$ cat config.mk
export PLATFORM = sky130hd
export DESIGN_NAME = rvPipeTop
export DESIGN_NICKNAME = d
export VERILOG_FILES = /design/src/design/rvPipePkg.sv /design/src/design/hazardUnit.sv /design/src/design/regFile.sv /design/src/design/decodeUnit.sv /design/src/design/execUnit.sv /design/src/design/memAccessFsm.sv /design/src/design/perfCounter.sv /design/src/design/rvPipeTop.sv
export VERILOG_INCLUDE_DIRS = /design/src /design/src/include
export SDC_FILE = /design/constraint.sdc
export NUM_CORES = 2
export LEC_CHECK = 0
export BUFFER_PORTS_ARGS = -buffer_cell sky130_fd_sc_hd__buf_2
export CAP_MARGIN = 5
export CORE_MARGIN = 2
export CORE_UTILIZATION = 45
export DETAILED_ROUTE_END_ITERATION = 8
export PLACE_DENSITY_LB_ADDON = 0.25
export SLEW_MARGIN = 20
export SYNTH_ARGS = -nofsm -noshare
export SYNTH_HDL_FRONTEND = slang
export SYNTH_SLANG_ARGS = --single-unit
export TNS_END_PERCENT = 100
$ cat constraint.sdc
create_clock -name clk -period 18.65 [get_ports clk]
set_input_delay 0.9325 -clock clk [delete_from_list [all_inputs] [get_ports clk]]
set_output_delay 0.9325 -clock clk [all_outputs]
set_load 0.005 [all_outputs]
$ cat src/include/rvpipe_defs.svh
`ifndef RVPIPE_DEFS_SVH
`define RVPIPE_DEFS_SVH

// Fetch starts here after reset

`define RVPIPE_RESET_PC 32'h0000_0000

// Width of every data word, address and register value

`define RVPIPE_XLEN 32

// Width of the performance counters
// Both counters saturate at all ones

`define RVPIPE_CNT_W 16

`endif

$ cat src/design/rvPipePkg.sv
`default_nettype none
`include "rvpipe_defs.svh"

package rvPipePkg;

    typedef logic [4:0]               regIdxT;
    typedef logic [`RVPIPE_XLEN-1:0]  wordT;
    typedef logic [31:0]              instrT;
    typedef logic [`RVPIPE_CNT_W-1:0] cntT;

    // Where execute takes an operand from
    typedef enum logic [1:0] {FWD_RF, FWD_MEM, FWD_WB} fwdSelT;

    typedef enum logic [1:0] {ALU_ADD, ALU_SUB, ALU_AND, ALU_OR} aluOpT;

    // Data bus master states
    typedef enum logic [1:0] {IDLE, BUS, DONE} memStateT;

    // Control bundle produced by decode and carried down the pipe
    typedef struct packed {
        logic  regWrite;
        logic  memRead;
        logic  memWrite;
        logic  branch;
        logic  aluSrcImm;
        aluOpT aluOp;
        logic  halt;
    } ctrlT;

    typedef struct packed {
        logic   valid;
        ctrlT   ctrl;
        regIdxT rs1;
        regIdxT rs2;
        regIdxT rd;
        wordT   rs1Val;
        wordT   rs2Val;
        wordT   imm;
        wordT   pc;
    } idExT;

    typedef struct packed {
        logic   valid;
        ctrlT   ctrl;
        regIdxT rd;
        wordT   aluResult;
        wordT   storeData;
    } exMemT;

    // Writeback only needs the write enable, the halt marker and the result
    typedef struct packed {
        logic   valid;
        logic   regWrite;
        logic   halt;
        regIdxT rd;
        wordT   result;
    } memWbT;

endpackage

`default_nettype wire

$ cat src/design/hazardUnit.sv
`timescale 1ns/1ps
`default_nettype none

module hazardUnit import rvPipePkg::*; (
    input  regIdxT rs1Dec,
    input  regIdxT rs2Dec,
    input  regIdxT rs1Exec,
    input  regIdxT rs2Exec,
    input  regIdxT rdExec,
    input  regIdxT rdMem,
    input  regIdxT rdWb,
    input  logic   regWriteMem,
    input  logic   regWriteWb,
    input  logic   memReadExec,
    input  logic   branchTaken,
    input  logic   memBusy,
    output fwdSelT fwdA,
    output fwdSelT fwdB,
    output logic   stallFront,
    output logic   flushDecode,
    output logic   flushExec,
    output logic   stallAll
);

    logic loadUse;

    // The memory stage holds the younger result, so it wins over writeback
    // Register zero is never forwarded since it always reads as zero
    function automatic fwdSelT pickFwd(input regIdxT src);
        if (regWriteMem && rdMem != '0 && rdMem == src) begin
            return FWD_MEM;
        end else if (regWriteWb && rdWb != '0 && rdWb == src) begin
            return FWD_WB;
        end
        return FWD_RF;
    endfunction

    assign fwdA = pickFwd(rs1Exec);
    assign fwdB = pickFwd(rs2Exec);

    // A load in execute has no data until it leaves memory
    // A dependent instruction in decode waits one cycle behind a bubble
    assign loadUse = memReadExec && rdExec != '0 &&
                     (rdExec == rs1Dec || rdExec == rs2Dec);

    assign stallFront = loadUse;

    // A taken branch kills the two younger instructions
    // The load-use bubble is inserted by the same execute flush
    assign flushDecode = branchTaken;
    assign flushExec   = branchTaken || loadUse;

    // The whole pipe holds while the data bus is busy
    assign stallAll = memBusy;

endmodule

`default_nettype wire

$ cat src/design/regFile.sv
`timescale 1ns/1ps
`default_nettype none

module regFile import rvPipePkg::*; (
    input  logic   clk,
    input  logic   rstN,
    input  regIdxT rs1,
    input  regIdxT rs2,
    input  regIdxT rd,
    input  logic   we,
    input  wordT   wd,
    output wordT   rd1,
    output wordT   rd2
);

    wordT regs [32];
    logic wrLive;

    // Entry zero is cleared by reset and never written afterwards
    always_ff @(posedge clk or negedge rstN) begin
        if (!rstN) begin
            regs <= '{default: '0};
        end else if (we && rd != '0) begin
            regs[rd] <= wd;
        end
    end

    assign wrLive = we && rd != '0;

    // Writeback data goes straight to decode in the same cycle
    assign rd1 = (wrLive && rd == rs1) ? wd : regs[rs1];
    assign rd2 = (wrLive && rd == rs2) ? wd : regs[rs2];

endmodule

`default_nettype wire

$ cat src/design/decodeUnit.sv
`timescale 1ns/1ps
`default_nettype none

module decodeUnit import rvPipePkg::*; (
    input  instrT  instr,
    output regIdxT rs1,
    output regIdxT rs2,
    output regIdxT rd,
    output wordT   imm,
    output ctrlT   ctrl
);

    localparam logic [6:0] OP_REG    = 7'b0110011;
    localparam logic [6:0] OP_IMM    = 7'b0010011;
    localparam logic [6:0] OP_LOAD   = 7'b0000011;
    localparam logic [6:0] OP_STORE  = 7'b0100011;
    localparam logic [6:0] OP_BRANCH = 7'b1100011;
    localparam logic [6:0] OP_SYSTEM = 7'b1110011;

    logic [6:0] opcode;
    logic [2:0] funct3;
    logic [6:0] funct7;
    wordT       immI;
    wordT       immS;
    wordT       immB;

    assign opcode = instr[6:0];
    assign funct3 = instr[14:12];
    assign funct7 = instr[31:25];

    assign immI = {{20{instr[31]}}, instr[31:20]};
    assign immS = {{20{instr[31]}}, instr[31:25], instr[11:7]};
    assign immB = {{19{instr[31]}}, instr[31], instr[7], instr[30:25], instr[11:8], 1'b0};

    // Source indices stay zero when a field is unused, so the hazard unit
    // never stalls on immediate bits that only look like a register
    always_comb begin
        rs1  = '0;
        rs2  = '0;
        rd   = '0;
        imm  = '0;
        ctrl = '0;
        case (opcode)
            OP_REG: begin
                ctrl.regWrite = 1'b1;
                case ({funct7, funct3})
                    10'b0000000_000: ctrl.aluOp = ALU_ADD;
                    10'b0100000_000: ctrl.aluOp = ALU_SUB;
                    10'b0000000_111: ctrl.aluOp = ALU_AND;
                    10'b0000000_110: ctrl.aluOp = ALU_OR;
                    default:         ctrl.regWrite = 1'b0;
                endcase
                if (ctrl.regWrite) begin
                    rs1 = instr[19:15];
                    rs2 = instr[24:20];
                    rd  = instr[11:7];
                end
            end
            OP_IMM, OP_LOAD: begin
                // ADDI needs funct3 000, LW needs funct3 010
                if (funct3 == (opcode == OP_LOAD ? 3'b010 : 3'b000)) begin
                    ctrl.regWrite  = 1'b1;
                    ctrl.memRead   = (opcode == OP_LOAD);
                    ctrl.aluSrcImm = 1'b1;
                    rs1 = instr[19:15];
                    rd  = instr[11:7];
                    imm = immI;
                end
            end
            OP_STORE: begin
                if (funct3 == 3'b010) begin
                    ctrl.memWrite  = 1'b1;
                    ctrl.aluSrcImm = 1'b1;
                    rs1 = instr[19:15];
                    rs2 = instr[24:20];
                    imm = immS;
                end
            end
            OP_BRANCH: begin
                if (funct3 == 3'b000) begin
                    ctrl.branch = 1'b1;
                    rs1 = instr[19:15];
                    rs2 = instr[24:20];
                    imm = immB;
                end
            end
            OP_SYSTEM: begin
                // Only EBREAK is recognized
                ctrl.halt = (instr == 32'h0010_0073);
            end
            default: begin
                ctrl = '0;
            end
        endcase
    end

endmodule

`default_nettype wire

$ cat src/design/execUnit.sv
`timescale 1ns/1ps
`default_nettype none

module execUnit import rvPipePkg::*; (
    input  idExT   idEx,
    input  fwdSelT fwdA,
    input  fwdSelT fwdB,
    input  wordT   memResult,
    input  wordT   wbResult,
    output wordT   aluResult,
    output wordT   storeData,
    output wordT   branchTarget,
    output logic   branchTaken
);

    wordT opA;
    wordT opB;
    wordT aluB;

    // Same operand mux for both sources
    function automatic wordT fwdMux(input fwdSelT sel, input wordT rfVal);
        case (sel)
            FWD_MEM: return memResult;
            FWD_WB:  return wbResult;
            default: return rfVal;
        endcase
    endfunction

    assign opA = fwdMux(fwdA, idEx.rs1Val);
    assign opB = fwdMux(fwdB, idEx.rs2Val);

    // Loads and stores add the immediate to form the address
    assign aluB = idEx.ctrl.aluSrcImm ? idEx.imm : opB;

    always_comb begin
        case (idEx.ctrl.aluOp)
            ALU_SUB: aluResult = opA - aluB;
            ALU_AND: aluResult = opA & aluB;
            ALU_OR:  aluResult = opA | aluB;
            default: aluResult = opA + aluB;
        endcase
    end

    // Store data also needs the forwarded value of rs2
    assign storeData = opB;

    assign branchTarget = idEx.pc + idEx.imm;
    assign branchTaken  = idEx.valid && idEx.ctrl.branch && (opA == opB);

endmodule

`default_nettype wire

$ cat src/design/memAccessFsm.sv
`timescale 1ns/1ps
`default_nettype none

module memAccessFsm import rvPipePkg::*; (
    input  logic       clk,
    input  logic       rstN,
    input  exMemT      exMem,
    input  wordT       wbDatR,
    input  logic       wbAck,
    output logic       memBusy,
    output wordT       loadData,
    output logic       wbCyc,
    output logic       wbStb,
    output logic       wbWe,
    output wordT       wbAdr,
    output wordT       wbDatW,
    output logic [3:0] wbSel
);

    memStateT state;
    memStateT stateNext;
    logic     memReq;

    assign memReq = exMem.valid && (exMem.ctrl.memRead || exMem.ctrl.memWrite);

    // DONE lasts one cycle, the pipe moves on and the request leaves exMem
    always_comb begin
        stateNext = state;
        case (state)
            IDLE: begin
                if (memReq) begin
                    stateNext = BUS;
                end
            end
            BUS: begin
                if (wbAck) begin
                    stateNext = DONE;
                end
            end
            default: stateNext = IDLE;
        endcase
    end

    always_ff @(posedge clk or negedge rstN) begin
        if (!rstN) begin
            state <= IDLE;
        end else begin
            state <= stateNext;
        end
    end

    always_ff @(posedge clk) begin
        if (state == BUS && wbAck) begin
            loadData <= wbDatR;
        end
    end

    // The request is seen in IDLE already, so the freeze starts at once
    assign memBusy = (state == IDLE && memReq) || state == BUS;

    // exMem is frozen for the whole cycle, which keeps the bus steady
    assign wbCyc  = (state == BUS);
    assign wbStb  = (state == BUS);
    assign wbWe   = (state == BUS) && exMem.ctrl.memWrite;
    assign wbAdr  = exMem.aluResult;
    assign wbDatW = exMem.storeData;
    assign wbSel  = 4'hF;

endmodule

`default_nettype wire

$ cat src/design/perfCounter.sv
`timescale 1ns/1ps
`default_nettype none

module perfCounter import rvPipePkg::*; (
    input  logic clk,
    input  logic rstN,
    input  logic retire,
    input  logic bubble,
    output cntT  retireCount,
    output cntT  bubbleCount
);

    // Both counters stick at all ones rather than wrap
    always_ff @(posedge clk or negedge rstN) begin
        if (!rstN) begin
            retireCount <= '0;
            bubbleCount <= '0;
        end else begin
            if (retire && retireCount != '1) begin
                retireCount <= retireCount + 1'b1;
            end
            if (bubble && bubbleCount != '1) begin
                bubbleCount <= bubbleCount + 1'b1;
            end
        end
    end

endmodule

`default_nettype wire

$ cat src/design/rvPipeTop.sv
`timescale 1ns/1ps
`default_nettype none
`include "rvpipe_defs.svh"

module rvPipeTop import rvPipePkg::*; (
    input  logic       clk,
    input  logic       rstN,
    input  instrT      instrData,
    input  wordT       wbDatR,
    input  logic       wbAck,
    output wordT       instrAddr,
    output logic       wbCyc,
    output logic       wbStb,
    output logic       wbWe,
    output wordT       wbAdr,
    output wordT       wbDatW,
    output logic [3:0] wbSel,
    output logic       halted,
    output cntT        retireCount,
    output cntT        bubbleCount
);

    wordT   pc;
    wordT   ifIdPc;
    instrT  ifIdInstr;
    logic   ifIdValid;
    idExT   idEx;
    idExT   idExNext;
    exMemT  exMem;
    memWbT  memWb;
    regIdxT decRs1, decRs2, decRd;
    wordT   decImm, rd1, rd2, loadData, memResult;
    wordT   aluResult, storeData, branchTarget;
    ctrlT   decCtrl;
    fwdSelT fwdA, fwdB;
    logic   stallFront, flushDecode, flushExec, stallAll;
    logic   branchTaken, memBusy, haltSeen, fetchHalt, haltDone;

    assign instrAddr = pc;

    // Fetch stops behind a decoded EBREAK and stays stopped
    assign fetchHalt = haltSeen || (ifIdValid && decCtrl.halt);

    // PC and IF/ID control; a redirect wins over the load-use hold
    always_ff @(posedge clk or negedge rstN) begin
        if (!rstN) begin
            pc        <= `RVPIPE_RESET_PC;
            ifIdValid <= 1'b0;
            haltSeen  <= 1'b0;
        end else if (!stallAll) begin
            if (flushDecode) begin
                pc        <= branchTarget;
                ifIdValid <= 1'b0;
            end else if (!stallFront) begin
                if (fetchHalt) begin
                    ifIdValid <= 1'b0;
                    haltSeen  <= 1'b1;
                end else begin
                    pc        <= pc + 32'd4;
                    ifIdValid <= 1'b1;
                end
            end
        end
    end

    always_ff @(posedge clk) begin
        if (!stallAll && !flushDecode && !stallFront && !fetchHalt) begin
            ifIdPc    <= pc;
            ifIdInstr <= instrData;
        end
    end

    decodeUnit decodeUnit_i (.instr(ifIdInstr), .rs1(decRs1), .rs2(decRs2), .rd(decRd),
                             .imm(decImm), .ctrl(decCtrl));

    regFile regFile_i (.clk(clk), .rstN(rstN), .rs1(decRs1), .rs2(decRs2), .rd(memWb.rd),
                       .we(memWb.valid && memWb.regWrite), .wd(memWb.result),
                       .rd1(rd1), .rd2(rd2));

    // An empty decode slot carries no control and no sources
    always_comb begin
        idExNext.valid  = ifIdValid;
        idExNext.ctrl   = ifIdValid ? decCtrl : '0;
        idExNext.rs1    = ifIdValid ? decRs1 : '0;
        idExNext.rs2    = ifIdValid ? decRs2 : '0;
        idExNext.rd     = decRd;
        idExNext.rs1Val = rd1;
        idExNext.rs2Val = rd2;
        idExNext.imm    = decImm;
        idExNext.pc     = ifIdPc;
    end

    hazardUnit hazardUnit_i (
        .rs1Dec(idExNext.rs1), .rs2Dec(idExNext.rs2), .rs1Exec(idEx.rs1), .rs2Exec(idEx.rs2),
        .rdExec(idEx.rd), .rdMem(exMem.rd), .rdWb(memWb.rd),
        .regWriteMem(exMem.valid && exMem.ctrl.regWrite),
        .regWriteWb(memWb.valid && memWb.regWrite),
        .memReadExec(idEx.valid && idEx.ctrl.memRead), .branchTaken(branchTaken),
        .memBusy(memBusy), .fwdA(fwdA), .fwdB(fwdB), .stallFront(stallFront),
        .flushDecode(flushDecode), .flushExec(flushExec), .stallAll(stallAll));

    execUnit execUnit_i (.idEx(idEx), .fwdA(fwdA), .fwdB(fwdB), .memResult(memResult),
                         .wbResult(memWb.result), .aluResult(aluResult),
                         .storeData(storeData), .branchTarget(branchTarget),
                         .branchTaken(branchTaken));

    memAccessFsm memAccessFsm_i (.clk(clk), .rstN(rstN), .exMem(exMem), .wbDatR(wbDatR),
                                 .wbAck(wbAck), .memBusy(memBusy), .loadData(loadData),
                                 .wbCyc(wbCyc), .wbStb(wbStb), .wbWe(wbWe), .wbAdr(wbAdr),
                                 .wbDatW(wbDatW), .wbSel(wbSel));

    assign memResult = exMem.ctrl.memRead ? loadData : exMem.aluResult;

    // Every pipeline register holds while the bus is busy
    // A flush of execute leaves a bubble with all control low
    always_ff @(posedge clk or negedge rstN) begin
        if (!rstN) begin
            idEx  <= '0;
            exMem <= '0;
            memWb <= '0;
        end else if (!stallAll) begin
            idEx            <= flushExec ? '0 : idExNext;
            exMem.valid     <= idEx.valid;
            exMem.ctrl      <= idEx.ctrl;
            exMem.rd        <= idEx.rd;
            exMem.aluResult <= aluResult;
            exMem.storeData <= storeData;
            memWb.valid     <= exMem.valid;
            memWb.regWrite  <= exMem.ctrl.regWrite;
            memWb.halt      <= exMem.ctrl.halt;
            memWb.rd        <= exMem.rd;
            memWb.result    <= memResult;
        end
    end

    always_ff @(posedge clk or negedge rstN) begin
        if (!rstN) begin
            haltDone <= 1'b0;
        end else if (memWb.valid && memWb.halt) begin
            haltDone <= 1'b1;
        end
    end

    assign halted = haltDone || (memWb.valid && memWb.halt);

    // A frozen writeback slot is counted once, on the cycle it moves on
    perfCounter perfCounter_i (.clk(clk), .rstN(rstN), .retire(memWb.valid && !stallAll),
                               .bubble(stallFront && !stallAll),
                               .retireCount(retireCount), .bubbleCount(bubbleCount));

endmodule

`default_nettype wire

=== Word-level counts from Yosys, hierarchy flattened ===
Cells that the tools add are included.

* Register bits after elaboration: 1,455
* Bits in latches: 0
* Bits in writable memories: 0
* ROM bits: 0
* Bits of input ports: 67
* Output and inout port bits: 136
* Memories: 0

* Add/sub/neg operators: 6
* Multipliers: 0
* Divide/modulo/power cells: 0
* Order comparisons: 4
* Eq/ne operators: 35
* Shift-type cells: 0
* Mux-type cells: 70
* Bitwise operators: 8
* Reduce and logical (&&, ||, !) cells: 51

{| class="wikitable"
|+ Operator list
! cell !! count
|-
| $bwmux W1024 || 1
|-
| $mux W32 || 15
|-
| $bmux W32 S5 || 2
|-
| $pmux W32 S3 || 2
|-
| $demux W32 S5 || 1
|-
| $mux W152 || 1
|-
| $pmux W32 S2 || 2
|-
| $add A32 B32 Y32 || 2
|-
| $mux W5 || 11
|-
| $eq A5 B5 Y1 || 8
|-
| $add A16 B1 Y16 const B || 2
|-
| $add A32 B3 Y32 const B || 1
|-
| $and A32 B32 Y32 || 1
|-
| $eq A32 B21 Y1 const B || 1
|-
| $eq A32 B32 Y1 || 1
|-
| $ne A16 B16 Y1 const B || 2
|-
| $or A32 B32 Y32 || 1
|-
| $sub A32 B32 Y32 || 1
|-
| $logic_and A1 B1 Y1 || 29
|-
| $mux W2 || 11
|-
| $eq A10 B3 Y1 const B || 2
|-
| $pmux W5 S4 || 1
|-
| $ge A6 B6 Y1 const B || 3
|-
| $not A5 Y6 || 3
|-
| 31 further kinds || 70
|}

=== Logic depth before layout (Yosys ltp) ===
* Depth in word-level cells: 14
* Mapped depth: 31

=== Modules after synthesis ===
Synthesis repeated with hierarchy kept, for this count alone.

* Cell total of the unflattened synthesis: 6,193
* Area, all modules: 79,774.0 µm²

{| class="wikitable"
|+ Modules (own cells, without submodules)
! module !! instances !! cells each !! area an instance (µm²)
|-
| regFile || 1 || 3,483 || 53,461.3
|-
| rvPipeTop || 1 || 1,256 || 15,163.3
|-
| execUnit || 1 || 1,047 || 6,849.1
|-
| memAccessFsm || 1 || 113 || 1,590.3
|-
| perfCounter || 1 || 148 || 1,582.8
|-
| decodeUnit || 1 || 93 || 709.4
|-
| hazardUnit || 1 || 53 || 417.9
|}

=== Least setup slack after synthesis ===
Ideal clock, no wire load.

* Path kind: register -> register
* Start: register exMem[65] (netlist name)
* End: register exMem[57] (netlist name)
* Library setup time: 83 ps
* Arrival time: 6,162 ps
* Required time: 18,567 ps
* Path slack: 12,405 ps
* Stages on the path, launching flop included: 29
* Buffers on the path: 6
* Period minus slack after synthesis: 6,245 ps
* Cells stage by stage: dfrtp_1 or4_1 o211ai_2 or2_2 buf_4 buf_2 buf_2 buf_2 clkbuf_1 clkbuf_1 mux2i_1 mux2i_1 ha_1 inv_1 nor4_1 o21ai_0 nand2_1 xor2_1 ha_1 a21o_1 a21o_1 a21o_1 a221o_1 a221oi_1 o211ai_1 nand2_1 xnor2_1 a21oi_1 o21ai_0

* Word-level cells in the longest chain between the ends: 10
* Elaborated cells on any way between the ends: 24

{| class="wikitable"
|+ Ends and longest elaborated chain
! element !! RTL line !! source
|-
| $reduce_bool A5 Y1 || hazardUnit.sv:30 || <nowiki>if (regWriteMem && rdMem != '0 && rdMem == src) begin</nowiki>
|-
| $logic_and A1 B1 Y1 (2 in a row) || hazardUnit.sv:30 ||
|-
| $mux W2 / $mux W1 (equally long branches) || hazardUnit.sv:30 ||
|-
| $mux W2 || hazardUnit.sv:35 || <nowiki>return FWD_RF;</nowiki>
|-
| $eq A2 B2 Y1 / $eq A2 B1 Y1 (equally long branches) || execUnit.sv:22 || <nowiki>case (sel)</nowiki>
|-
| $pmux W32 S2 || execUnit.sv:22 ||
|-
| $mux W32 || execUnit.sv:33 || <nowiki>assign aluB = idEx.ctrl.aluSrcImm ? idEx.imm : opB;</nowiki>
|-
| $add A32 B32 Y32, or another cell as far along || execUnit.sv:40 || <nowiki>default: aluResult = opA + aluB;</nowiki>
|-
| $pmux W32 S3 * || execUnit.sv:36 || <nowiki>case (idEx.ctrl.aluOp)</nowiki>
|}

Every way passes the cells marked *; elsewhere a longest branch is shown, timed or not.
A chain may end at the register's enable or synchronous reset.

=== Final worst setup path ===
* Start: register memWb[33] (netlist name)
* End: register exMem[57] (netlist name)

* Word-level cells in the longest chain between the ends: 11
* Elaborated cells on any way between the ends: 24

{| class="wikitable"
|+ Ends and longest elaborated chain
! element !! RTL line !! source
|-
| $reduce_bool A5 Y1 || hazardUnit.sv:32 || <nowiki>end else if (regWriteWb && rdWb != '0 && rdWb == src) begin</nowiki>
|-
| $logic_and A1 B1 Y1 (2 in a row) || hazardUnit.sv:32 ||
|-
| $mux W1 || hazardUnit.sv:32 ||
|-
| $mux W1 || hazardUnit.sv:30 ||
|-
| $mux W2 || hazardUnit.sv:35 ||
|-
| $eq A2 B2 Y1 / $eq A2 B1 Y1 (equally long branches) || execUnit.sv:22 ||
|-
| $pmux W32 S2 || execUnit.sv:22 ||
|-
| $mux W32 || execUnit.sv:33 ||
|-
| $add A32 B32 Y32, or another cell as far along || execUnit.sv:40 ||
|-
| $pmux W32 S3 * || execUnit.sv:36 ||
|}

Marked as above.

==> flow_summary.yaml <==
sta:
  rsz_0062_raised_after_global_routing: "no"
  fin_crit_ns: 7.627
  actual_transition_at_the_worst_max_transition_pin_ns: 1.291
  timing.final.hold_violations: 0
  maxSlewHeadroom_pct: 13.11
  layout_worst_path_cycle_share_pct: 40.89
  clock.fmax_ghz: 0.1311
  timing.final.max_slew_violations: 0
  fin_skew_ns: 0.03878
  setup_tns_ns: 0
  report.final.setup_viol: 0
cts:
  numCtsBuffers: 157
  clock_tree.buffer_depth: 3
  hold_buffers: 0
  cts_root_buffer: "clkbuf_16"
  postCtsSetupBuffers: 0
  htree_num_levels: 4
  cts_resized: 0
  clk_pin_slew_ns: 0.06
  clock_latency_ns: 0.84
  cts_sinks: 1436
  cts_tree: "built"
global_route:
  grt-ovfl-total: 0
  number_of_antenna_violations_at_the_first_check_in_global_routing: 6
  grt_start_max_net_pins: 174
  first_global_vias: 62370
  global_route_wire_length_before_repair_mm: 417.4
  global_router_s_overall_resource_usage_pct: 29.97
finish:
  layout_cell_share_with_drive_strength_beyond_1_pct: 25.30
  area_delta_synth_final_pct: 9.171
  postLayoutCellArea_mm2: 0.08847
  insertedDiodeCount: 0
  final_net_count: 7683
synth:
  ys.warnings.count: 0
  synth_cell_type_count: 94
  synth_enable_flop_cells: 96
  synth_area_per_cell_um2: 10.36
  ys_async_sr_fraction_pct: 93.31
  synth-seq-cells: 1436
  dominantRegCellSynth: "dfrtp_1"
  postSynthCellCount: 7822
  synth.largest_area_cell: "dfrtp_1"
  synth_largest_type_area_fraction_pct: 41.38
  post_synth_main_area_contributors: "dfrtp_1 (41%), mux2_2 (14%), mux4_2 (7.1%)"
  seq_area_frac_synth_pct: 44.93
  syn_area_mm2: 0.08104
floorplan:
  fp-row-count: 155
  design.portCount: 203
  die-area_mm2: 0.1835
  start_util_pct: 45.37
  die_width_um: 428.4
  floorplan.core_area_mm2: 0.1786
  die_span_y_um: 428.4
setup_path:
  critical_path_class: "register to register"
  critical_path_buf_inv_count: 2
  worstPathRequired_ns: 19.30
  worst-endpoint-arrival_ns: 8.27
  critPathSlowestCell: "dfrtp_1"
  critical_path.startpoint_type: "register"
  max_stage_delay_ns: 0.91
  timing.critical_path.max_delay_family: "compound AO/OA/AOI/OAI gates"
  crit_fanout: 22
  cp-end-kind: "register"
placement:
  dpl.hpwl_mm: 166.1
  portBuffers: 198
  placement.cell_area_mm2: 0.08328
  gp_congestion: 0.9527
outcome:
  status: "finished, final reports clean"
routing:
  drt_pre_antenna_iters: 6
  post_drt_via_cell_ratio: 6.412
  antenna_left: 0
  routed_wire_length_per_instance_um: 28.05
  wl_mm: 281.1
  route.detailed.drc: 0
  detailroute.via_count: 64270
  detailedRoute.firstIterationViolations: 7029
job:
  maxCapViolCount: 0
power_and_ir_drop:
  power_density_relative_to_cell_area_mw_per_mm2: 80.94
  ir_drop_uv: 104.9
  power.static_leakage_nw: 40.83
hold_path:
  type_of_the_most_critical_hold_path: "input pin to asynchronous set/reset pin"
-- worst reg2reg max path, delay by kind of cell, from the launching register on --
kind,cells,cell delay (ns)
fa+ha+maj,2,0.52
mux,1,0.41
compound gates,11,2.91
simple gates,6,1.80
flops,1,0.91
buf+inv,2,0.32
xor+xnor,3,0.56
-- worst paths after layout --
path | slack [ns] | endpoint | start | cells after the start
max | 11.02 | exMem[57]$_DFFE_PN0N_ | memWb[33]$_DFFE_PN0N_ | 25
min | 0.02 | idEx[17]$_DFFE_PN0N_ | rstN | 1
max reg2reg | 11.02 | exMem[57]$_DFFE_PN0N_ | memWb[33]$_DFFE_PN0N_ | 25
min reg2reg | 0.40 | regFile_i.regs[1022]$_DFFE_PN0P_ | regFile_i.regs[1022]$_DFFE_PN0P_ | 0
max in group asynchronous | 14.97 | regFile_i.regs[884]$_DFFE_PN0P_ | rstN | 5
min in group clk | 0.28 | memAccessFsm_i.loadData[14]$_DFFE_PP_ | wbDatR[14] | 1
-- cells in the final DEF, fill, tap and decap left out, drive strengths merged, types with 74 or more instances in the layout --
cell type / count
nand2: 1483
dfrtp: 1340
mux2: 993
nand3: 537
buf: 359
mux4: 256
nor2: 239
clkbuf: 226
o21ai: 211
a21oi: 202
and3: 173
a211oi: 171
a311oi: 166
a31oi: 146
xnor2: 131
edfxtp: 96
mux2i: 95
a22o: 89
ha: 74
-- sequential cells by signal (all words and copies together), names as in the netlist, 32 cells and up --
| name | count |
|---|---|
| regFile_i.regs | 1024 |
| memAccessFsm_i.loadData | 32 |
| memWb | 40 |
| instrAddr | 32 |
| idEx | 133 |
| ifIdPc | 32 |
| exMem | 74 |
| ifIdInstr | 32 |
-- where the power goes --
group / switching, mW / leakage, nW / internal, mW
clock network: 1.35 / 2.54 / 1.81
logic: 0.492 / 18.7 / 0.181
registers: 0.112 / 19.6 / 3.22
-- cell usage after synthesis (all sizes together) (14+ instances only) --
cell / number
xnor2: 131
or3: 14
nand2b: 19
nor3: 73
a21o: 45
nand3: 537
a311oi: 166
inv: 60
maj3: 27
o211ai: 44
mux2: 993
and3: 173
dfrtp: 1340
ha: 74
a22o: 89
o21ai: 211
nand4: 29
and2: 24
a31oi: 146
clkbuf: 581
buf: 222
edfxtp: 96
mux4: 256
nand2: 1483
a211oi: 171
nor4: 26
mux2i: 95
nor2: 239
o21bai: 16
xor2: 55
a21oi: 202
-- per-stage QoR --
step	hold WS, ns	utilization [%]	std cells	setup WS [ns]	total power [mW]
after floorplan	0.4296	-	7825	12.41	3.723
after global placement	0.3810	46.63	9734	11.25	4.042
after detailed placement	0.3865	46.63	9734	11.14	4.048
after CTS	0.05075	49.51	10020	11.10	7.196
after global routing	0.09098	49.53	10020	10.45	7.383
final	0.01909	49.53	10020	11.02	7.161
-- cell families (layout without fill, tap and decap cells) --
logic type / Yosys count / after routing / share of synthesized area, %
AO/OA/AOI/OAI: 1214 / 1214 / 10.44
XOR/XNOR: 186 / 186 / 2.010
adder cells (fa/ha/maj): 103 / 103 / 1.525
buffers and inverters: 865 / 708 / 4.477
flip-flops: 1436 / 1436 / 44.93
multiplexers: 1344 / 1344 / 22.09
other: 1 / 4 / 0.004627
AND/OR/NAND/NOR: 2673 / 2673 / 14.53
-- metal layers --
| layer | vias to the layer above | global-route usage, % | share of wire (%) | routed length (um) |
|---|---|---|---|---|
| met2 | 3185 | 47.39 | 46 | 129200 |
| met4 | 6 | 13.92 | 4.9 | 13880 |
| met1 | 32640 | 39.58 | 40 | 113300 |
| li1 | 27730 | - | - | - |
| met3 | 715 | 6.165 | 8.8 | 24730 |
| met5 | - | 0 | 0.014 | 40 |
-- final cells by class --
type	count	area, um2
flip-flops and latches	1436	36420
fillers	16050	90140
well taps	2355	2947
clock inverters	61	654.4
inverters	62	232.7
clock buffers	226	4491
repair buffers	359	2372
multi-input cells	5524	41360
Note: power is estimated with default switching activity, not from simulation.
